<file path="config.mk">
export PLATFORM = sky130hd
export DESIGN_NAME = doppler_tracker
export DESIGN_NICKNAME = d
export VERILOG_FILES = /design/src/doppler_cfg_pkg.sv /design/src/doppler_data_pkg.sv /design/src/doppler_settings.sv /design/src/doppler_tracker.sv /design/src/ppx_gen.sv /design/src/rate_combiner.sv /design/src/zero_cross_counter.sv
export VERILOG_INCLUDE_DIRS = /design/src
export SDC_FILE = /design/constraint.sdc
export NUM_CORES = 1
export LEC_CHECK = 0
export BUFFER_PORTS_ARGS = -buffer_cell sky130_fd_sc_hd__buf_4
export CELL_PAD_IN_SITES_DETAIL_PLACEMENT = 1
export CELL_PAD_IN_SITES_GLOBAL_PLACEMENT = 1
export CORE_AREA = 2 2 222 224
export DETAILED_ROUTE_END_ITERATION = 10
export DIE_AREA = 0 0 224 226
export PLACE_DENSITY_LB_ADDON = 0.1
export SYNTH_ARGS = -nofsm -noshare
export SYNTH_HDL_FRONTEND = slang
export SYNTH_SLANG_ARGS = --single-unit
export TNS_END_PERCENT = 10
</file>
<file path="constraint.sdc">
create_clock -name ce_clk -period 5.9 [get_ports ce_clk]
set_input_delay 0.295 -clock ce_clk [delete_from_list [all_inputs] [get_ports ce_clk]]
set_output_delay 0.295 -clock ce_clk [all_outputs]
set_load 0.1 [all_outputs]
</file>
<file path="src/doppler_consts.svh">
/*
  Doppler tracker constants
  Setting addresses, datapath widths and register reset values
*/

`ifndef DOPPLER_CONSTS_SVH
`define DOPPLER_CONSTS_SVH

// --------------------
// Settings bus map
`define DOPPLER_SR_THRESHOLD 8'd194
`define DOPPLER_SR_OFFSET    8'd195
`define DOPPLER_SR_PPX_RATE  8'd200
`define DOPPLER_SR_PPX_DUTY  8'd201

// --------------------
// Widths
`define DOPPLER_SAMPLE_W 16
`define DOPPLER_COUNT_W  32
`define DOPPLER_ADDR_W   8
`define DOPPLER_DATA_W   32
`define DOPPLER_DUTY_W   5

// Period of 1 s at a 200 MHz core clock
`define DOPPLER_PPX_RATE_RESET 32'd200000000
`define DOPPLER_PPX_DUTY_RESET 5'd2

`endif

</file>
<file path="src/doppler_cfg_pkg.sv">
/*
  Doppler tracker configuration types
  Per-channel detector settings and period generator settings
*/

`default_nettype none

`include "doppler_consts.svh"

package doppler_cfg_pkg;

  // One channel of the zero crossing detector
  typedef struct packed {
    logic signed [`DOPPLER_SAMPLE_W-1:0] threshold;
    logic signed [`DOPPLER_SAMPLE_W-1:0] offset;
  } zc_cfg_t;

  typedef struct packed {
    zc_cfg_t i;
    zc_cfg_t q;
  } iq_zc_cfg_t;

  // Period length in clock cycles and pulse duty as a right shift
  typedef struct packed {
    logic [`DOPPLER_DATA_W-1:0] rate;
    logic [`DOPPLER_DUTY_W-1:0] duty_log2;
  } ppx_cfg_t;

endpackage

`default_nettype wire

</file>
<file path="src/doppler_data_pkg.sv">
/*
  Doppler tracker datapath types
  Baseband samples and crossing counts
*/

`default_nettype none

`include "doppler_consts.svh"

package doppler_data_pkg;

  typedef logic signed [`DOPPLER_SAMPLE_W-1:0] sample_t;

  // Complex baseband sample, I in the upper half
  typedef struct packed {
    sample_t i;
    sample_t q;
  } iq_sample_t;

  // Signed crossing count, also used for the combined rate
  typedef logic signed [`DOPPLER_COUNT_W-1:0] count_t;

endpackage

`default_nettype wire

</file>
<file path="src/doppler_settings.sv">
/*
  Doppler settings register bank
  Decodes bus writes into detector and period generator configuration
*/

`timescale 1ns/100ps
`default_nettype none

`include "doppler_consts.svh"

module doppler_settings (
  input  wire logic                         ce_clk,
  input  wire logic                         ce_rst,
  input  wire logic                         i_set_stb,
  input  wire logic [`DOPPLER_ADDR_W-1:0]   i_set_addr,
  input  wire logic [`DOPPLER_DATA_W-1:0]   i_set_data,
  output doppler_cfg_pkg::iq_zc_cfg_t       o_zc_cfg,
  output doppler_cfg_pkg::ppx_cfg_t         o_ppx_cfg
);

  logic [`DOPPLER_DATA_W-1:0] threshold_r;
  logic [`DOPPLER_DATA_W-1:0] offset_r;
  logic [`DOPPLER_DATA_W-1:0] ppx_rate_r;
  logic [`DOPPLER_DUTY_W-1:0] ppx_duty_r;

  // Addresses outside the map are ignored
  always_ff @(posedge ce_clk) begin
    if (ce_rst) begin
      threshold_r <= '0;
      offset_r    <= '0;
      ppx_rate_r  <= `DOPPLER_PPX_RATE_RESET;
      ppx_duty_r  <= `DOPPLER_PPX_DUTY_RESET;
    end else if (i_set_stb) begin
      case (i_set_addr)
        `DOPPLER_SR_THRESHOLD: threshold_r <= i_set_data;
        `DOPPLER_SR_OFFSET:    offset_r    <= i_set_data;
        `DOPPLER_SR_PPX_RATE:  ppx_rate_r  <= i_set_data;
        `DOPPLER_SR_PPX_DUTY:  ppx_duty_r  <= i_set_data[`DOPPLER_DUTY_W-1:0];
        default: ;
      endcase
    end
  end

  // Upper half of each word is I, lower half is Q
  assign o_zc_cfg.i.threshold = threshold_r[31:16];
  assign o_zc_cfg.q.threshold = threshold_r[15:0];
  assign o_zc_cfg.i.offset    = offset_r[31:16];
  assign o_zc_cfg.q.offset    = offset_r[15:0];

  assign o_ppx_cfg.rate      = ppx_rate_r;
  assign o_ppx_cfg.duty_log2 = ppx_duty_r;

endmodule

`default_nettype wire

</file>
<file path="src/doppler_tracker.sv">
/*
  Doppler tracker top level
  Settings, period generator, I and Q crossing counters and rate combiner
*/

`timescale 1ns/100ps
`default_nettype none

`include "doppler_consts.svh"

module doppler_tracker (
  input  wire logic                         ce_clk,
  input  wire logic                         ce_rst,
  input  wire logic                         i_set_stb,
  input  wire logic [`DOPPLER_ADDR_W-1:0]   i_set_addr,
  input  wire logic [`DOPPLER_DATA_W-1:0]   i_set_data,
  input  wire logic                         i_iq_valid,
  input  wire doppler_data_pkg::iq_sample_t i_iq,
  output doppler_data_pkg::count_t          o_rate,
  output logic                              o_rate_valid,
  output logic                              o_ppx
);

  doppler_cfg_pkg::iq_zc_cfg_t zc_cfg;
  doppler_cfg_pkg::ppx_cfg_t   ppx_cfg;
  logic                        tick;
  doppler_data_pkg::count_t    count_i;
  doppler_data_pkg::count_t    count_q;
  logic                        count_valid;

  doppler_settings u_settings (
    .ce_clk     (ce_clk),
    .ce_rst     (ce_rst),
    .i_set_stb  (i_set_stb),
    .i_set_addr (i_set_addr),
    .i_set_data (i_set_data),
    .o_zc_cfg   (zc_cfg),
    .o_ppx_cfg  (ppx_cfg)
  );

  ppx_gen u_ppx_gen (
    .ce_clk (ce_clk),
    .ce_rst (ce_rst),
    .i_cfg  (ppx_cfg),
    .o_tick (tick),
    .o_ppx  (o_ppx)
  );

  // --------------------
  // Each channel is signed by the other channel's sign bit
  zero_cross_counter #(.QUAD_CHANNEL(0)) u_zc_i (
    .ce_clk        (ce_clk),
    .ce_rst        (ce_rst),
    .i_cfg         (zc_cfg.i),
    .i_valid       (i_iq_valid),
    .i_sample      (i_iq.i),
    .i_other_neg   (i_iq.q[`DOPPLER_SAMPLE_W-1]),
    .i_tick        (tick),
    .o_count       (count_i),
    .o_count_valid (count_valid)
  );

  // Both counters latch together, only the I valid is used
  zero_cross_counter #(.QUAD_CHANNEL(1)) u_zc_q (
    .ce_clk        (ce_clk),
    .ce_rst        (ce_rst),
    .i_cfg         (zc_cfg.q),
    .i_valid       (i_iq_valid),
    .i_sample      (i_iq.q),
    .i_other_neg   (i_iq.i[`DOPPLER_SAMPLE_W-1]),
    .i_tick        (tick),
    .o_count       (count_q),
    .o_count_valid ()
  );

  rate_combiner u_rate_combiner (
    .ce_clk       (ce_clk),
    .ce_rst       (ce_rst),
    .i_count_i    (count_i),
    .i_count_q    (count_q),
    .i_valid      (count_valid),
    .o_rate       (o_rate),
    .o_rate_valid (o_rate_valid)
  );

endmodule

`default_nettype wire

</file>
<file path="src/ppx_gen.sv">
/*
  Period pulse generator
  Gives a one-cycle tick at the end of each period and a duty-shaped pulse
*/

`timescale 1ns/100ps
`default_nettype none

`include "doppler_consts.svh"

module ppx_gen (
  input  wire logic                      ce_clk,
  input  wire logic                      ce_rst,
  input  wire doppler_cfg_pkg::ppx_cfg_t i_cfg,
  output logic                           o_tick,
  output logic                           o_ppx
);

  logic [`DOPPLER_DATA_W-1:0] phase;
  logic [`DOPPLER_DUTY_W-1:0] duty_act;

  // Last cycle of the period
  assign o_tick = (phase >= i_cfg.rate - 1'b1);

  // --------------------
  // Phase counter
  always_ff @(posedge ce_clk) begin
    if (ce_rst) begin
      phase    <= '0;
      duty_act <= `DOPPLER_PPX_DUTY_RESET;
    end else if (o_tick) begin
      phase    <= '0;
      // New duty only applies from the next period
      duty_act <= i_cfg.duty_log2;
    end else begin
      phase <= phase + 1'b1;
    end
  end

  // High for the first rate >> duty cycles of the period
  assign o_ppx = (phase < (i_cfg.rate >> duty_act));

endmodule

`default_nettype wire

</file>
<file path="src/rate_combiner.sv">
/*
  Rate combiner
  Mean of the I and Q period counts as one signed rate
*/

`timescale 1ns/100ps
`default_nettype none

`include "doppler_consts.svh"

module rate_combiner (
  input  wire logic                     ce_clk,
  input  wire logic                     ce_rst,
  input  wire doppler_data_pkg::count_t i_count_i,
  input  wire doppler_data_pkg::count_t i_count_q,
  input  wire logic                     i_valid,
  output doppler_data_pkg::count_t      o_rate,
  output logic                          o_rate_valid
);

  localparam int CW = `DOPPLER_COUNT_W;

  logic signed [CW:0] iq_sum;

  // One bit of growth, then drop the LSB
  // Halving rounds toward minus infinity
  assign iq_sum = $signed({i_count_i[CW-1], i_count_i}) +
                  $signed({i_count_q[CW-1], i_count_q});

  always_ff @(posedge ce_clk) begin
    if (ce_rst) begin
      o_rate       <= '0;
      o_rate_valid <= 1'b0;
    end else begin
      o_rate_valid <= i_valid;
      if (i_valid) begin
        o_rate <= iq_sum[CW:1];
      end
    end
  end

endmodule

`default_nettype wire

</file>
<file path="src/zero_cross_counter.sv">
/*
  Zero crossing counter for one channel
  Offset removal, hysteresis detector and signed crossing count per period
*/

`timescale 1ns/100ps
`default_nettype none

`include "doppler_consts.svh"

module zero_cross_counter #(
  parameter int QUAD_CHANNEL = 0
) (
  input  wire logic                      ce_clk,
  input  wire logic                      ce_rst,
  input  wire doppler_cfg_pkg::zc_cfg_t  i_cfg,
  input  wire logic                      i_valid,
  input  wire doppler_data_pkg::sample_t i_sample,
  input  wire logic                      i_other_neg,
  input  wire logic                      i_tick,
  output doppler_data_pkg::count_t       o_count,
  output logic                           o_count_valid
);

  localparam int W = `DOPPLER_SAMPLE_W;

  logic signed [W:0]         centered;
  logic signed [W:0]         thr_pos;
  logic signed [W:0]         thr_neg;
  logic                      pos_state;
  logic                      rise;
  logic                      count_up;
  doppler_data_pkg::count_t  step;
  doppler_data_pkg::count_t  count_r;
  doppler_data_pkg::count_t  count_next;

  // --------------------
  // Offset removal
  // One extra bit so the subtraction cannot wrap
  assign centered = $signed({i_sample[W-1], i_sample}) -
                    $signed({i_cfg.offset[W-1], i_cfg.offset});

  assign thr_pos = $signed({i_cfg.threshold[W-1], i_cfg.threshold});
  assign thr_neg = -thr_pos;

  // Negative to positive turn of the hysteresis state
  assign rise = i_valid && !pos_state && (centered > thr_pos);

  // --------------------
  // Hysteresis state
  always_ff @(posedge ce_clk) begin
    if (ce_rst) begin
      pos_state <= 1'b0;
    end else if (i_valid) begin
      if (!pos_state && (centered > thr_pos)) begin
        pos_state <= 1'b1;
      end else if (pos_state && (centered < thr_neg)) begin
        pos_state <= 1'b0;
      end
    end
  end

  // Sign from the other channel, Q uses the reverse rule
  // so counterclockwise rotation counts positive on both
  assign count_up = (QUAD_CHANNEL == 0) ? i_other_neg : !i_other_neg;
  assign step     = count_up ? 32'sd1 : -32'sd1;

  assign count_next = rise ? (count_r + step) : count_r;

  // --------------------
  // Period accumulation
  // A sample in the tick cycle still belongs to the ending period
  always_ff @(posedge ce_clk) begin
    if (ce_rst) begin
      count_r       <= '0;
      o_count       <= '0;
      o_count_valid <= 1'b0;
    end else begin
      o_count_valid <= i_tick;
      if (i_tick) begin
        o_count <= count_next;
        count_r <= '0;
      end else begin
        count_r <= count_next;
      end
    end
  end

endmodule

`default_nettype wire
</file>
==> impl_metrics.toml <==
[timing]
setup_viol = 0
final_max_slew_viol_count = 0
rsz0062_at_grt = "no"
finalCritPeriodShare_pct = 95.1
worstMarginPinSlew_ns = 1.23
setup_tns_ns = 0
max_freq_ghz = 0.178
final.setup.worst_slack_ns = 0.290
finalHoldViolCount = 0
post-route-min-period_ns = 5.61
slew-limit-headroom_pct = 18.1
clock_skew_ns = 0.0277

[pwr]
leakage_uw = 0.0108
swShare_pct = 30.2
power_frac_clock_pct = 42.6
peakVddDrop_uv = 231
pwr-share-seq_pct = 35.5
comb_power_share_pct = 21.9
p_sw_uw = 1850
power.density_nw_per_um2 = 239
intPower_uw = 4270

[layout]
area_delta_synth_final_pct = 14.2
drive_gt1_share_pct = 8.94
layoutNonFillerInstCount = 3597
multi_input_area_sq_um = 15500
mostFrequentLayoutCell = "nand2_1"
fin_nets = 3282
finish.utilization_pct = 53.1
regArea_sq_um = 6050
fillers = 5915
final_cell_mix = "nand2_1, nor2_1, dfxtp_1"

[critical_path]
r2r-end = "u_zc_q.o_count[30]"
worst-setup-path-type = "flop to output port"
cp-endpoint = "o_ppx"
cp-startpoint = "u_ppx_gen.duty_act[1]"
rrSetupSlack_ns = 0.43
crit_path_end_kind = "output port"
rr_startpoint = "u_settings.offset_r[1]"
critPathRequiredTime_ns = 5.61
crit_arrival_ns = 5.32
r2r_cells = 20
start_kind = "flop"
worst-path-max-fanout = 33

[clock_network]
clkSlewWorstSetupHoldPaths_ns = 0.05
root_buffer = "clkbuf_16"
htreeDepth = 2
clock_latency_ns = 0.58
post_cts_buffers = 0
cts_made_buffers = 39
cts_tree = "done"
cts-root-to-sink-buffers = 3
cts.sinks = 302

[placed_design]
dpl_worst_slack_ns = 0.225
place.gp.congestion = 0.884
port_buffers = 109
dpl.cell_count = 3497
post-dp-hpwl_um = 56300

[run_status]
status = "complete, no violations"

[detailed_routing]
wl_met2_um = 36600
drc = 0
wl_per_cell_um = 20.7
finalWirelength_um = 74600
vias = 21200
drt_iter0_drc = 1038
wl_met3_um = 2270
ant_nets = 0
via_per_inst = 5.89
drtPass1Iterations = 5
wl_met1_um = 33600
top_layer = "met4"

[yosys]
synth_cell_type_count = 82
syn_inst = 2859
synth_area_per_cell_sq_um = 7.86
ys_seq_area_share_pct = 26.9
netlist_area_sq_um = 22500
synth_fp_nets = 3196
ys.flop_type = "dfxtp_1"
synthArstFlopShare_pct = 0
ys_warn_count = 0
synth_seq_cells = 302
synth-edff-count = 0

[die]
rows = 81
dieArea_sq_um = 50600
fp.coreArea_sq_um = 48300
die_w_um = 224
initial_utilization_pct = 46.5
dieHeight_um = 226
io_pins = 110

[global_route]
grt_pass1_wl_um = 118000
antenna_found_initial = 4
grt_max_degree = 73
grt_usage_pct = 29.2
grt_pass1_vias = 21700
gr-total-overflow = 0

[flow_run]
cap_violations = 0

[min_path]
hp-class = "input pin to flop"
sequential cells by signal, indices dropped and copies added (netlist names), 32 cells and up:
register	cells
u_ppx_gen.phase	32
u_rate_combiner.o_rate	32
u_settings.offset_r	32
u_settings.ppx_rate_r	32
u_settings.threshold_r	32
u_zc_i.count_r	32
u_zc_i.o_count	32
u_zc_q.count_r	32
u_zc_q.o_count	32
synth_stat cells, types with 15 or more instances:
master	count	area share [%]
a211oi_1	89	3.0
a21o_1	74	2.5
a21oi_1	260	5.8
a31oi_1	19	0.53
and2_1	16	0.45
and3_1	19	0.53
clkbuf_1	110	1.8
dfxtp_1	302	27
ha_1	256	14
inv_1	132	2.2
mux2i_1	91	4.1
nand2_1	360	6.0
nand2b_1	25	0.70
nand3_1	72	1.6
nand3b_1	21	0.70
nand4_1	35	0.97
nor2_1	329	5.5
nor2b_1	31	0.86
nor3_1	53	1.2
nor4_1	15	0.42
o211ai_1	16	0.53
o21a_1	22	0.74
o21ai_0	87	1.9
or3_1	25	0.70
xnor2_1	113	4.4
xor2_1	61	2.4
logic make-up after synthesis:
logic type	count (synthesis)	share of synthesized area [%]
and+or+nand+nor	1049	21.5
AOI/OAI and AO/OA	699	20.0
DFF	302	26.9
buffers and inverters	262	4.47
adders and majority gates	261	14.7
xor gates and xnor gates	174	6.78
muxes	112	5.61
cell type report:
type / instances / area share, %
multi-input cells: 2295 / 60.4
flip-flops and latches: 302 / 23.6
repair buffers: 174 / 5.68
clock buffers: 50 / 4.20
well taps: 622 / 3.03
inverters: 133 / 1.95
clock inverters: 20 / 1.20
diodes: 1 / 0.00976
per-layer routing:
metal | up-vias | track usage, %
li1 | 10400 | -
met1 | 10400 | 36.9
met2 | 346 | 52.1
met3 | 104 | 3.02
met4 | 0 | 8.99
met5 | - | 0
worst min path at each step:
stage / slack [ns] / endpoint / depth (start not counted) / start
final: 0.03 / u_settings.threshold_r[20] / 3 / i_set_data[20]
after global routing: 0.03 / u_settings.threshold_r[20] / 3 / i_set_data[20]
after CTS: 0.0009 / u_settings.threshold_r[28] / 3 / i_set_data[28]
after detailed placement: 0.45 / u_settings.threshold_r[3] / 2 / u_settings.threshold_r[3]
after global placement: 0.44 / u_settings.offset_r[27] / 2 / u_settings.offset_r[27]
after floorplan: 0.42 / u_settings.ppx_rate_r[14] / 2 / i_set_data[14]
critical path, cell delays in order, from the launching register on:
cell and delay, ns:
dfxtp_2 0.88, mux2_2 0.41, o21ai_0 0.29, nor2_1 0.07, a31o_2 0.27, mux2i_1 0.15
nor2_1 0.07, a21oi_1 0.15, ha_1 0.26, a21o_1 0.16, a21o_1 0.17, a21o_1 0.17
a21o_1 0.17, a21oi_1 0.14, nor2b_1 0.06, o211ai_1 0.17, o2111ai_1 0.16, a311oi_2 0.57
buf_4 0.40
what timing repair did:
action | in CTS | in global routing
hold buffers | 29 | 0
endpoints found under the hold margin | 60 | 0
endpoints found under the setup margin | 0 | 65
resized for setup | 0 | 8
power groups by stage:
| stage | registers, uW | logic [uW] | clock network (uW) |
|---|---|---|---|
| after global placement | 2210 | 1250 | 0 |
| after floorplan | 2200 | 952 | 0 |
| after CTS | 2170 | 1340 | 2670 |
| final | 2170 | 1340 | 2610 |
| after global routing | 2180 | 1490 | 2740 |
| after detailed placement | 2220 | 1310 | 0 |
through the flow:
| step | power (uW) | hold WS [ns] | cell area (sq um) |
|---|---|---|---|
| 3_5_place_dp | 3520 | 0.448 | 23900 |
| 6_report | 6120 | 0.0258 | 25700 |
| 3_3_place_gp | 3470 | 0.442 | 23900 |
| 4_1_cts | 6180 | 0.000870 | 25600 |
| 2_1_floorplan | 3150 | 0.416 | 22500 |
| 5_1_grt | 6420 | 0.0271 | 25700 |
(Power assumes the default switching activity.)
